**src/rtl/cart_pkg.sv**
```systemverilog
`default_nettype none

package cart_pkg;

	////////////////////////////////////////////////////////////
	// Download port and cheat code widths

	localparam int DATA_W  = 16;
	localparam int ADDR_W  = 25;   // Byte address
	localparam int INDEX_W = 8;
	localparam int CODE_W  = 128;
	localparam int QUIRK_W = 8;

	localparam logic [INDEX_W-1:0] CHEAT_INDEX = '1;

	////////////////////////////////////////////////////////////
	// Cartridge header locations

	localparam logic [ADDR_W-1:0] HDR_REGION_ADDR   = 25'h1F0;
	localparam logic [ADDR_W-1:0] HDR_REGION_ADDR2  = 25'h1F2;
	localparam logic [ADDR_W-1:0] HDR_DONE_ADDR     = 25'h200;
	localparam logic [ADDR_W-1:0] SERIAL_ADDR_FIRST = 25'h182;
	localparam logic [ADDR_W-1:0] SERIAL_ADDR_LAST  = 25'h18A;
	localparam logic [ADDR_W-1:0] QUIRK_DECIDE_ADDR = 25'h18C;

	// Region codes, as the core expects them
	localparam logic [1:0] REGION_JP = 2'd0;
	localparam logic [1:0] REGION_US = 2'd1;
	localparam logic [1:0] REGION_EU = 2'd2;

	localparam logic [1:0] PRIO_US_EU_JP = 2'd0;
	localparam logic [1:0] PRIO_EU_US_JP = 2'd1;
	localparam logic [1:0] PRIO_US_JP_EU = 2'd2;
	localparam logic [1:0] PRIO_JP_US_EU = 2'd3;

	////////////////////////////////////////////////////////////
	// Emulation quirks, keyed by the header serial

	localparam int Q_SRAM   = 0;
	localparam int Q_EEPROM = 1;
	localparam int Q_FIFO   = 2;
	localparam int Q_NORAM  = 3;
	localparam int Q_PIER   = 4;
	localparam int Q_SVP    = 5;
	localparam int Q_FMBUSY = 6;
	localparam int Q_SCHAN  = 7;

	localparam int QUIRK_TABLE_LEN = 24;

	// First match wins, so order matters
	localparam logic [63:0] QUIRK_SERIALS [QUIRK_TABLE_LEN] = '{
		"T-081276", "T-81406 ", "T-081586", "T-81576 ", "T-81476 ",
		"MK-1215 ", "G-4060  ", "00001211", "MK-1228 ", "G-5538  ",
		"00004076", "T-12046 ", "T-12053 ", "G-4524  ", "T-113016",
		"T-89016 ", "T-574023", "T-574013", "MK-1229 ", "G-7001  ",
		"T-35036 ", "T-25073 ", "MK-1137-", "T-68???-"
	};

	localparam int QUIRK_BITS [QUIRK_TABLE_LEN] = '{
		Q_SRAM, Q_SRAM, Q_SRAM, Q_SRAM, Q_SRAM,
		Q_EEPROM, Q_EEPROM, Q_EEPROM, Q_EEPROM, Q_EEPROM,
		Q_EEPROM, Q_EEPROM, Q_EEPROM, Q_EEPROM, Q_NORAM,
		Q_FIFO, Q_PIER, Q_PIER, Q_SVP, Q_SVP,
		Q_FMBUSY, Q_FMBUSY, Q_FMBUSY, Q_SCHAN
	};

endpackage

`default_nettype wire

```
**src/rtl/rom_write_pacer.sv**
```systemverilog
`timescale 1ns/10ps
`default_nettype none

module rom_write_pacer #(
	parameter bit ACK_CHECK = 1'b1
) (
	input  wire                          clk_sys,
	input  wire                          reset,
	input  wire                          cart_load,
	input  wire                          ioctl_wr,
	input  wire  [cart_pkg::ADDR_W-1:0]  ioctl_addr,
	input  wire  [cart_pkg::DATA_W-1:0]  ioctl_data,
	output logic                         ioctl_wait,
	output logic                         rom_wr,
	input  wire                          rom_wrack,
	output logic [cart_pkg::ADDR_W-1:0]  rom_waddr,
	output logic [cart_pkg::DATA_W-1:0]  rom_wdata,
	output logic [cart_pkg::ADDR_W-1:0]  rom_size
);

	logic old_load;

	////////////////////////////////////////////////////////////
	// Toggle request, host stall

	always_ff @(posedge clk_sys) begin
		if (reset) begin
			old_load   <= 1'b0;
			ioctl_wait <= 1'b0;
			rom_wr     <= rom_wrack;   // Nothing outstanding
		end else begin
			old_load <= cart_load;
			if (old_load & ~cart_load)
				ioctl_wait <= 1'b0;

			if (~old_load & cart_load) begin
				rom_wr <= rom_wrack;   // Resync with memory side
			end else if (cart_load) begin
				if (ioctl_wr) begin
					ioctl_wait <= 1'b1;
					rom_wr     <= ~rom_wr;
				end else if (ioctl_wait && (rom_wr == rom_wrack)) begin
					ioctl_wait <= 1'b0;   // Word stored
				end
			end
		end
	end

	// Word held for memory until acknowledged, byte swapped
	always_ff @(posedge clk_sys) begin
		if (cart_load & ioctl_wr) begin
			rom_waddr <= ioctl_addr;
			rom_wdata <= {ioctl_data[7:0], ioctl_data[15:8]};
		end
		if (old_load & ~cart_load)
			rom_size <= ioctl_addr;   // Last address of the image
	end

	if (ACK_CHECK) begin : g_check
		// Host must honour the stall, else a word is lost
		a_no_wr_in_wait: assert property (@(posedge clk_sys) disable iff (reset)
			!(ioctl_wr && ioctl_wait));
	end

endmodule

`default_nettype wire

```
**src/rtl/cart_header_scan.sv**
```systemverilog
`timescale 1ns/10ps
`default_nettype none

module cart_header_scan #(
	parameter bit ACK_CHECK = 1'b1
) (
	input  wire                          clk_sys,
	input  wire                          reset,
	input  wire                          cart_load,
	input  wire                          ioctl_wr,
	input  wire  [cart_pkg::ADDR_W-1:0]  ioctl_addr,
	input  wire  [cart_pkg::DATA_W-1:0]  ioctl_data,
	output logic                         hdr_j,
	output logic                         hdr_u,
	output logic                         hdr_e,
	output logic                         hdr_ready,
	output logic [cart_pkg::QUIRK_W-1:0] quirks
);

	import cart_pkg::*;

	logic                old_load;
	logic [2:0]          letters;   // {j, u, e}
	logic [63:0]         cart_id;
	logic [QUIRK_W-1:0]  quirk_hit;
	wire                 hdr_wr    = ioctl_wr & cart_load;
	wire                 load_rise = ~old_load & cart_load;

	function automatic logic [2:0] letter_flags(input logic [7:0] ch);
		if (ch == "J")
			return 3'b100;
		else if (ch == "U")
			return 3'b010;
		else if (ch >= "0" && ch <= "Z")
			return 3'b001;   // Anything else counts as Europe
		return 3'b000;
	endfunction

	////////////////////////////////////////////////////////////
	// Region letters

	always_comb begin
		letters = 3'b000;
		if (ioctl_addr == HDR_REGION_ADDR)
			letters = letter_flags(ioctl_data[7:0]) | letter_flags(ioctl_data[15:8]);
		else if (ioctl_addr == HDR_REGION_ADDR2)
			letters = letter_flags(ioctl_data[7:0]);   // Only the first byte here
	end

	always_ff @(posedge clk_sys) begin
		if (reset) begin
			old_load  <= 1'b0;
			hdr_ready <= 1'b0;
			{hdr_j, hdr_u, hdr_e} <= 3'b000;
		end else begin
			old_load <= cart_load;
			if (load_rise)
				{hdr_j, hdr_u, hdr_e} <= 3'b000;
			else if (hdr_wr)
				{hdr_j, hdr_u, hdr_e} <= {hdr_j, hdr_u, hdr_e} | letters;

			if (old_load & ~cart_load)
				hdr_ready <= 1'b0;
			else if (hdr_wr && ioctl_addr == HDR_DONE_ADDR)
				hdr_ready <= 1'b1;
		end
	end

	////////////////////////////////////////////////////////////
	// Serial number and quirk lookup

	// Serial starts on the odd byte 0x183
	always_ff @(posedge clk_sys) begin
		if (hdr_wr) begin
			case (ioctl_addr)
				SERIAL_ADDR_FIRST:         cart_id[63:56] <= ioctl_data[15:8];
				SERIAL_ADDR_FIRST + 25'd2: cart_id[55:40] <= {ioctl_data[7:0], ioctl_data[15:8]};
				SERIAL_ADDR_FIRST + 25'd4: cart_id[39:24] <= {ioctl_data[7:0], ioctl_data[15:8]};
				SERIAL_ADDR_FIRST + 25'd6: cart_id[23:8]  <= {ioctl_data[7:0], ioctl_data[15:8]};
				SERIAL_ADDR_LAST:          cart_id[7:0]   <= ioctl_data[7:0];
				default: ;
			endcase
		end
	end

	// Walk the table backwards so the lowest entry wins
	always_comb begin
		quirk_hit = '0;
		for (int i = QUIRK_TABLE_LEN - 1; i >= 0; i--) begin
			if (cart_id == QUIRK_SERIALS[i])
				quirk_hit = QUIRK_W'(1) << QUIRK_BITS[i];
		end
	end

	always_ff @(posedge clk_sys) begin
		if (reset)
			quirks <= '0;
		else if (load_rise)
			quirks <= '0;
		else if (hdr_wr && ioctl_addr == QUIRK_DECIDE_ADDR)
			quirks <= quirks | quirk_hit;
	end

	if (ACK_CHECK) begin : g_check
		// One quirk per cart over the whole download
		a_quirk_onehot: assert property (@(posedge clk_sys) disable iff (reset)
			$onehot0(quirks));
	end

endmodule

`default_nettype wire

```
**src/rtl/region_select.sv**
```systemverilog
`timescale 1ns/10ps
`default_nettype none

module region_select (
	input  wire                          clk_sys,
	input  wire                          reset,
	input  wire                          hdr_ready,
	input  wire                          hdr_j,
	input  wire                          hdr_u,
	input  wire                          hdr_e,
	input  wire                          auto_enable,
	input  wire                          use_header,
	input  wire  [1:0]                   region_priority,
	input  wire  [cart_pkg::INDEX_W-1:0] ioctl_index,
	output logic [1:0]                   region_req,
	output logic                         region_set
);

	import cart_pkg::*;

	logic       old_ready;
	logic [5:0] order;   // First choice in the top pair
	logic [1:0] pick;
	wire  [3:0] flags = {1'b0, hdr_e, hdr_u, hdr_j};   // Indexed by region code

	always_comb begin
		case (region_priority)
			PRIO_US_EU_JP: order = {REGION_US, REGION_EU, REGION_JP};
			PRIO_EU_US_JP: order = {REGION_EU, REGION_US, REGION_JP};
			PRIO_US_JP_EU: order = {REGION_US, REGION_JP, REGION_EU};
			PRIO_JP_US_EU: order = {REGION_JP, REGION_US, REGION_EU};
		endcase
	end

	always_comb begin
		if (flags[order[5:4]])
			pick = order[5:4];
		else if (flags[order[3:2]])
			pick = order[3:2];
		else if (flags[order[1:0]])
			pick = order[1:0];
		else
			pick = order[5:4];   // No letter found
	end

	////////////////////////////////////////////////////////////
	// Region request on header ready

	always_ff @(posedge clk_sys) begin
		if (reset) begin
			old_ready  <= 1'b0;
			region_set <= 1'b0;
			region_req <= REGION_JP;
		end else begin
			old_ready <= hdr_ready;
			if (auto_enable & hdr_ready & ~old_ready) begin
				if (use_header) begin
					region_set <= 1'b1;
					region_req <= pick;
				end else begin
					// Region taken from the file extension slot
					region_set <= |ioctl_index;
					region_req <= ioctl_index[INDEX_W-1 -: 2];
				end
			end
			if (old_ready & ~hdr_ready)
				region_set <= 1'b0;
		end
	end

endmodule

`default_nettype wire

```
**src/rtl/cheat_code_loader.sv**
```systemverilog
`timescale 1ns/10ps
`default_nettype none

module cheat_code_loader (
	input  wire                          clk_sys,
	input  wire                          reset,
	input  wire                          code_load,
	input  wire                          ioctl_wr,
	input  wire  [cart_pkg::ADDR_W-1:0]  ioctl_addr,
	input  wire  [cart_pkg::DATA_W-1:0]  ioctl_data,
	output logic [cart_pkg::CODE_W-1:0]  code,
	output logic                         code_valid,
	output logic                         code_clear
);

	import cart_pkg::*;

	wire       code_wr = code_load & ioctl_wr;
	// Field f = addr[3:2] sits at (3 - f) * 32, addr[1] picks the upper word
	wire [6:0] base    = {~ioctl_addr[3:2], ioctl_addr[1], 4'b0000};

	////////////////////////////////////////////////////////////
	// Code assembly, {flags, address, compare, replace}

	always_ff @(posedge clk_sys) begin
		if (code_wr & ~ioctl_addr[0])
			code[base +: DATA_W] <= ioctl_data;
	end

	always_ff @(posedge clk_sys) begin
		if (reset) begin
			code_valid <= 1'b0;
			code_clear <= 1'b0;
		end else begin
			code_valid <= code_wr && ioctl_addr[3:0] == 4'd14;   // Last word
			code_clear <= code_wr && ioctl_addr == '0;          // New cheat file
		end
	end

endmodule

`default_nettype wire

```
**src/rtl/cart_loader_top.sv**
```systemverilog
`timescale 1ns/10ps
`default_nettype none

module cart_loader_top #(
	parameter bit ACK_CHECK = 1'b1
) (
	input  wire                          clk_sys,
	input  wire                          reset,
	input  wire                          ioctl_download,
	input  wire  [cart_pkg::INDEX_W-1:0] ioctl_index,
	input  wire                          ioctl_wr,
	input  wire  [cart_pkg::ADDR_W-1:0]  ioctl_addr,
	input  wire  [cart_pkg::DATA_W-1:0]  ioctl_data,
	output logic                         ioctl_wait,
	input  wire                          auto_enable,
	input  wire                          use_header,
	input  wire  [1:0]                   region_priority,
	output logic                         rom_wr,
	input  wire                          rom_wrack,
	output logic [cart_pkg::ADDR_W-1:0]  rom_waddr,
	output logic [cart_pkg::DATA_W-1:0]  rom_wdata,
	output logic [cart_pkg::ADDR_W-1:0]  rom_size,
	output logic [cart_pkg::QUIRK_W-1:0] quirks,
	output logic [1:0]                   region_req,
	output logic                         region_set,
	output logic [cart_pkg::CODE_W-1:0]  code,
	output logic                         code_valid,
	output logic                         code_clear
);

	import cart_pkg::*;

	////////////////////////////////////////////////////////////
	// Download type

	wire code_index = (ioctl_index == CHEAT_INDEX);
	wire cart_load  = ioctl_download & ~code_index;
	wire code_load  = ioctl_download & code_index;

	logic hdr_j;
	logic hdr_u;
	logic hdr_e;
	logic hdr_ready;

	rom_write_pacer #(.ACK_CHECK(ACK_CHECK)) i_rom_write_pacer (
		.clk_sys    (clk_sys),
		.reset      (reset),
		.cart_load  (cart_load),
		.ioctl_wr   (ioctl_wr),
		.ioctl_addr (ioctl_addr),
		.ioctl_data (ioctl_data),
		.ioctl_wait (ioctl_wait),
		.rom_wr     (rom_wr),
		.rom_wrack  (rom_wrack),
		.rom_waddr  (rom_waddr),
		.rom_wdata  (rom_wdata),
		.rom_size   (rom_size)
	);

	cart_header_scan #(.ACK_CHECK(ACK_CHECK)) i_cart_header_scan (
		.clk_sys    (clk_sys),
		.reset      (reset),
		.cart_load  (cart_load),
		.ioctl_wr   (ioctl_wr),
		.ioctl_addr (ioctl_addr),
		.ioctl_data (ioctl_data),
		.hdr_j      (hdr_j),
		.hdr_u      (hdr_u),
		.hdr_e      (hdr_e),
		.hdr_ready  (hdr_ready),
		.quirks     (quirks)
	);

	region_select i_region_select (
		.clk_sys         (clk_sys),
		.reset           (reset),
		.hdr_ready       (hdr_ready),
		.hdr_j           (hdr_j),
		.hdr_u           (hdr_u),
		.hdr_e           (hdr_e),
		.auto_enable     (auto_enable),
		.use_header      (use_header),
		.region_priority (region_priority),
		.ioctl_index     (ioctl_index),
		.region_req      (region_req),
		.region_set      (region_set)
	);

	cheat_code_loader i_cheat_code_loader (
		.clk_sys    (clk_sys),
		.reset      (reset),
		.code_load  (code_load),
		.ioctl_wr   (ioctl_wr),
		.ioctl_addr (ioctl_addr),
		.ioctl_data (ioctl_data),
		.code       (code),
		.code_valid (code_valid),
		.code_clear (code_clear)
	);

endmodule

`default_nettype wire

```
**config.mk**
```make
export PLATFORM = sky130hd
export DESIGN_NAME = cart_loader_top
export DESIGN_NICKNAME = d
export VERILOG_FILES = /design/src/rtl/cart_pkg.sv /design/src/rtl/rom_write_pacer.sv /design/src/rtl/cart_header_scan.sv /design/src/rtl/region_select.sv /design/src/rtl/cheat_code_loader.sv /design/src/rtl/cart_loader_top.sv
export SDC_FILE = /design/constraint.sdc
export NUM_CORES = 1
export LEC_CHECK = 0
export BUFFER_PORTS_ARGS = -buffer_cell sky130_fd_sc_hd__buf_2
export CORE_MARGIN = 2
export CORE_UTILIZATION = 45
export DETAILED_ROUTE_END_ITERATION = 8
export PLACE_DENSITY = 0.69
export SLEW_MARGIN = 20
export SYNTH_ARGS = -nofsm -noshare
export SYNTH_HDL_FRONTEND = slang
export SYNTH_SLANG_ARGS = --single-unit
```
**constraint.sdc**
```tcl
create_clock -name clk_sys -period 3.2 [get_ports clk_sys]
set_input_delay 0 -clock clk_sys [delete_from_list [all_inputs] [get_ports clk_sys]]
set_output_delay 0 -clock clk_sys [all_outputs]
set_load 0.05 [all_outputs]
```
# ---- Word-level counts from Yosys, hierarchy flattened
# Index checks and enable logic that the tools add are counted.
dict set report word_totals {
  in_bits 58
  out_inout_bits 209
  register_bits 279
}
dict set report op_classes {
  order_cmp 7
  bitwise 21
  add_sub_neg 1
  n_eq_ne 43
  n_mux 69
  shift 2
  n_reduce_logical 21
}
# operator count
set op_table {}
lappend op_table {{$eq 64x63->1 const B} 22}
lappend op_table {{$eq 25x9->1 const B} 8}
lappend op_table {{$mux 8} 24}
lappend op_table {{$bwmux 128} 1}
lappend op_table {{$eq 64x62->1 const B} 2}
lappend op_table {{$shift 16x9->128 const A} 1}
lappend op_table {{$shiftx 16x9->128} 1}
lappend op_table {{$mux 3} 13}
lappend op_table {{$eq 8x7->1 const B} 4}
lappend op_table {{$eq 25x10->1 const B} 1}
lappend op_table {{$logic_not 25->1} 1}
lappend op_table {{$pmux 6 s4} 1}
lappend op_table {{$mux 1} 23}
lappend op_table {{$ge 8x6->1 const B} 2}
lappend op_table {{$le 8x7->1 const B} 2}
lappend op_table {{$reduce_and 2->1} 6}
lappend op_table {{$and 1x1->1} 10}
lappend op_table {{$lt 2x3->1 const B} 3}
lappend op_table {{$neg 7->9} 1}
lappend op_table {{$eq 8x8->1 const B} 1}
lappend op_table {{$mux 2} 4}
lappend op_table {{$or 8x8->8} 1}
lappend op_table {{$reduce_or 8->1} 1}
lappend op_table {{$logic_and 1x1->1} 7}
lappend op_table {{11 further kinds} 24}

# ---- Depth between registers and ports, before layout
dict set report logic_depth {
  word_depth 26
  ltp_mapped 10
}

# ---- By module
# Synthesis repeated with hierarchy kept, for this count alone.
dict set report hier_totals {
  hier_cells 802
  hier_area_um2 11567.3
}
# module cells_each seq_area_each_um2 area_each_um2 instances
set modules_own_cells {}
lappend modules_own_cells {cheat_code_loader 312 3883.7 5046.1 1}
lappend modules_own_cells {cart_header_scan 373 2182.1 4090.2 1}
lappend modules_own_cells {rom_write_pacer 83 2052.0 2130.8 1}
lappend modules_own_cells {region_select 29 80.1 271.5 1}
lappend modules_own_cells {cart_loader_top 5 0.0 28.8 1}

# ---- Least setup slack after synthesis
# No wires, ideal clock.
dict set report synth_timing {
  path_kind {input-to-reg}
  startpoint {input ioctl_addr[1] (netlist name)}
  endpoint {register i_cheat_code_loader.code[100] (netlist name), enable pin}
  path_slack_ns 0.376
  n_path_buf 3
  arrival_ns 2.415
  required_time_ns 2.791
  path_stages 7
  setup_time_ns 0.409
  path_cell_list {clkbuf_1 > inv_2 > ha_1 > ha_1 > clkbuf_1 > clkbuf_1 > nor3_1}
}
# item line_no
set synth_lines {}
lappend synth_lines {{from (decl)} cart_loader_top.sv:12} ;# input wire [cart_pkg::ADDR_W-1:0] ioctl_addr,
lappend synth_lines {{to (signal, indexed assignment)} cheat_code_loader.sv:27} ;# code[base +: DATA_W] <= ioctl_data;
lappend synth_lines {{to (decl)} cheat_code_loader.sv:11} ;# output logic [cart_pkg::CODE_W-1:0] code,

==> run summary <==
Status: finished, final reports clean
Final worst-path cycle share: 0.801
Final setup violation count: 0
WP data arrival: 2.73 ns
Grt met1 use: 0.303
Core footprint: 24200 um^2
YS warnings: 0
Vias in the first global route: 7990
Worst Hold Launch: ioctl_index[5]
Overflow after GRT: 0
Routed vias: 7991
Cell Rows: 57
GR Layer Usage met3: 0.0633
Final Cell Area: 14300 um^2
Crit path max fanout: 27
CTS tree: built
Die height: 161 um
Initial core utilization: 0.456
Final Slew Violations: 0
Top_reg_cell synth: edfxtp_1
Total Wirelength: 31.6 mm
Final HPWL DP: 21.6 mm
Minimum clock period: 2.56 ns
Register area share after synthesis: 0.739
Antenna violations before repair: 0
Cell variety after synth: 60
Critical path class: primary input to register
Worst reg2reg path depth: 6
DRC viols: 0
Worst setup EP type: register
Hold path depth: 5
Critical Path Start Type: primary input
Iteration-0 DRC count of the detailed router: 612
Total CTS buffers: 29
Final GP Congestion: 0.996
Mean number of vias per cell: 5.50
Post-Syn Instances: 763
Port Buffers: 266
Die area: 25900 um^2
Worst-Margin Slew: 0.727 ns
Clock Tree Buf Depth: 3
WP data required: 3.37 ns
Max cap viols: 0
Ports: 267
H-tree depth: 1
Drt pass-1 iters: 5
EDFF count, synth: 259
R2R Path Start: i_cart_header_scan.cart_id[49]$_DFFE_PP_
Root Buffer: clkbuf_16
Layer with the highest usage: met2
First-pass GRT wire length: 46.8 mm
Clk sinks: 279
Filler cells: 1940
Final hold viol count: 0
Hold Crit Class: primary input to register
Sequential cell area: 8180 um^2
Share of layout cells above drive strength 1: 0.304
Setup TNS: 0 ns
GR Util met2: 0.402
Area occupied by multi-input gates: 2760 um^2
WHS Endpoint: i_cheat_code_loader.code_clear$_SDFF_PP0_
Routed wire per std cell: 21.8 um
Die width: 161 um
Clk_lat worst skew: 0.55 ns
RSZ-0062 raised after global routing: false
Placed Area: 12900 um^2
Synth async-reset ratio: 0
Synth Net Count: 826
Max VDD drop: 0.398 mV
R2R Setup Slk: 0.91 ns
Clock Pin Slew Worst Setup and Hold Paths: 0.06 ns
Total track usage: 0.239
PwrDens: 541 nW/um^2
Layout area overhead: 29.4%
Largest net degree at the start of global routing: 29
Relative slew slack: 0.514
Lkg Pwr: 4.85 nW
Post-Syn Area: 11100 um^2
Final Net Count: 1169
Worst clock skew: 0.0119 ns
Post-route ant nets: 0
Average size of a mapped cell: 14.5 um^2
Number of synthesized register bits: 279
R2R Path End: i_cart_header_scan.quirks[6]$_SDFFE_PP0P_
Fmax: 390 MHz
through the flow:
stage,hold WS (ns),cells,setup WS (ns),total power (W),utilization
after floorplan,0.0989,763,0.376,0.00441,-
after global placement,0.209,1344,0.720,0.00460,0.531
after detailed placement,0.213,1344,0.652,0.00460,0.531
after CTS,0.135,1451,0.664,0.00777,0.590
after global routing,0.171,1451,0.503,0.00795,0.590
final,0.138,1452,0.637,0.00774,0.590
cells in the final DEF, fill, tap and decap left out, drive strengths merged, types with 6 or more instances in the layout:
cell	n
buf	287
edfxtp	259
and2	106
dlygate4sd3	55
nor2	51
nand2	43
clkbuf	43
nor3	30
nor4	23
nand4	21
dfxtp	20
nand3	17
and3	15
o21ai	15
nor2b	11
a21oi	10
inv	10
nand2b	7
nand4b	7
nor4b	7
and3b	6
or3	6
nor3b	6
and4	6
a31oi	6
cell type report:
cell class              count  area share
clock buffers              43      0.0565
inverters                   9     0.00236
multi-input cells         445       0.193
repair buffers            342       0.143
diodes                      1    0.000175
flip-flops and latches    279       0.571
clock inverters             9     0.00551
well taps                 324      0.0283
cell families (layout without fill, tap and decap cells):
kind of cell               Yosys count  in the layout  share of synthesized area
other                                0              1                          0
AOI/OAI and AO/OA                   51             51                     0.0308
xor gates and xnor gates             2              2                    0.00158
and+or+nand+nor                    387            387                      0.209
DFF                                279            279                      0.739
buffers and inverters               39            403                     0.0139
adders and majority gates            5              5                    0.00565
worst max-delay path, cell delays in order:
cell	delay, ns
dlygate4sd3_1	0.53
buf_2	0.28
inv_2	0.17
ha_1	0.23
ha_1	0.28
buf_4	0.22
nor4_2	0.38
and2_1	0.64
sequential cells by signal (all words and copies together) (netlist names), 2 cells and up:
name	cells
i_cart_header_scan.cart_id	64
i_rom_write_pacer.rom_waddr	25
i_cart_header_scan.quirks	8
i_region_select.region_req	2
i_rom_write_pacer.rom_size	25
i_rom_write_pacer.rom_wdata	16
i_cheat_code_loader.code	128
worst max path at each step:
| stage | start | end | slack (ns) | cells after the start |
|---|---|---|---|---|
| 2_1_floorplan | ioctl_addr[1] | i_cheat_code_loader.code[100]$_DFFE_PP_ | 0.38 | 7 |
| 3_3_place_gp | ioctl_addr[1] | i_cheat_code_loader.code[5]$_DFFE_PP_ | 0.72 | 7 |
| 3_5_place_dp | ioctl_addr[1] | i_cheat_code_loader.code[79]$_DFFE_PP_ | 0.65 | 8 |
| 4_1_cts | ioctl_addr[1] | i_cheat_code_loader.code[71]$_DFFE_PP_ | 0.66 | 9 |
| 5_1_grt | ioctl_addr[1] | i_cheat_code_loader.code[77]$_DFFE_PP_ | 0.50 | 9 |
| 6_report | ioctl_addr[1] | i_cheat_code_loader.code[0]$_DFFE_PP_ | 0.64 | 8 |
report_power, final:
part | total [W] | internal (W) | switching [W] | leakage, nW
logic | 0.000543 | 0.000150 | 0.000393 | 2.16
registers | 0.00404 | 0.00402 | 0.0000134 | 2.26
clock network | 0.00316 | 0.00182 | 0.00134 | 0.424
total | 0.00774 | 0.00599 | 0.00175 | 4.85
routing by layer:
metal / routed length [um] / share of wire / up-vias
li1: - / - / 3581
met1: 12300 / 0.39 / 3975
met2: 15600 / 0.49 / 361
met3: 2810 / 0.089 / 74
met4: 984 / 0.031 / 0
met5: 0 / 0 / -
synth_stat cells (8+ instances only):
master / number / area, um^2
nand3_1: 16 / 80.1
o21ai_0: 13 / 65.1
a21oi_1: 10 / 50.1
and3_1: 15 / 93.8
nand4_1: 21 / 131
and2_1: 106 / 663
nor3_1: 30 / 150
nand2_1: 43 / 161
inv_1: 8 / 30.0
dfxtp_1: 20 / 400
nor2b_1: 11 / 68.8
nor2_1: 51 / 191
clkbuf_1: 29 / 109
nor4_1: 21 / 131
edfxtp_1: 259 / 7780
timing repair:
item,CTS,global route
hold endpoints to repair,147,0
buffers inserted,0,0
hold buffers,55,0
resized for setup,0,0
Note: power is estimated with default switching activity, not from simulation.
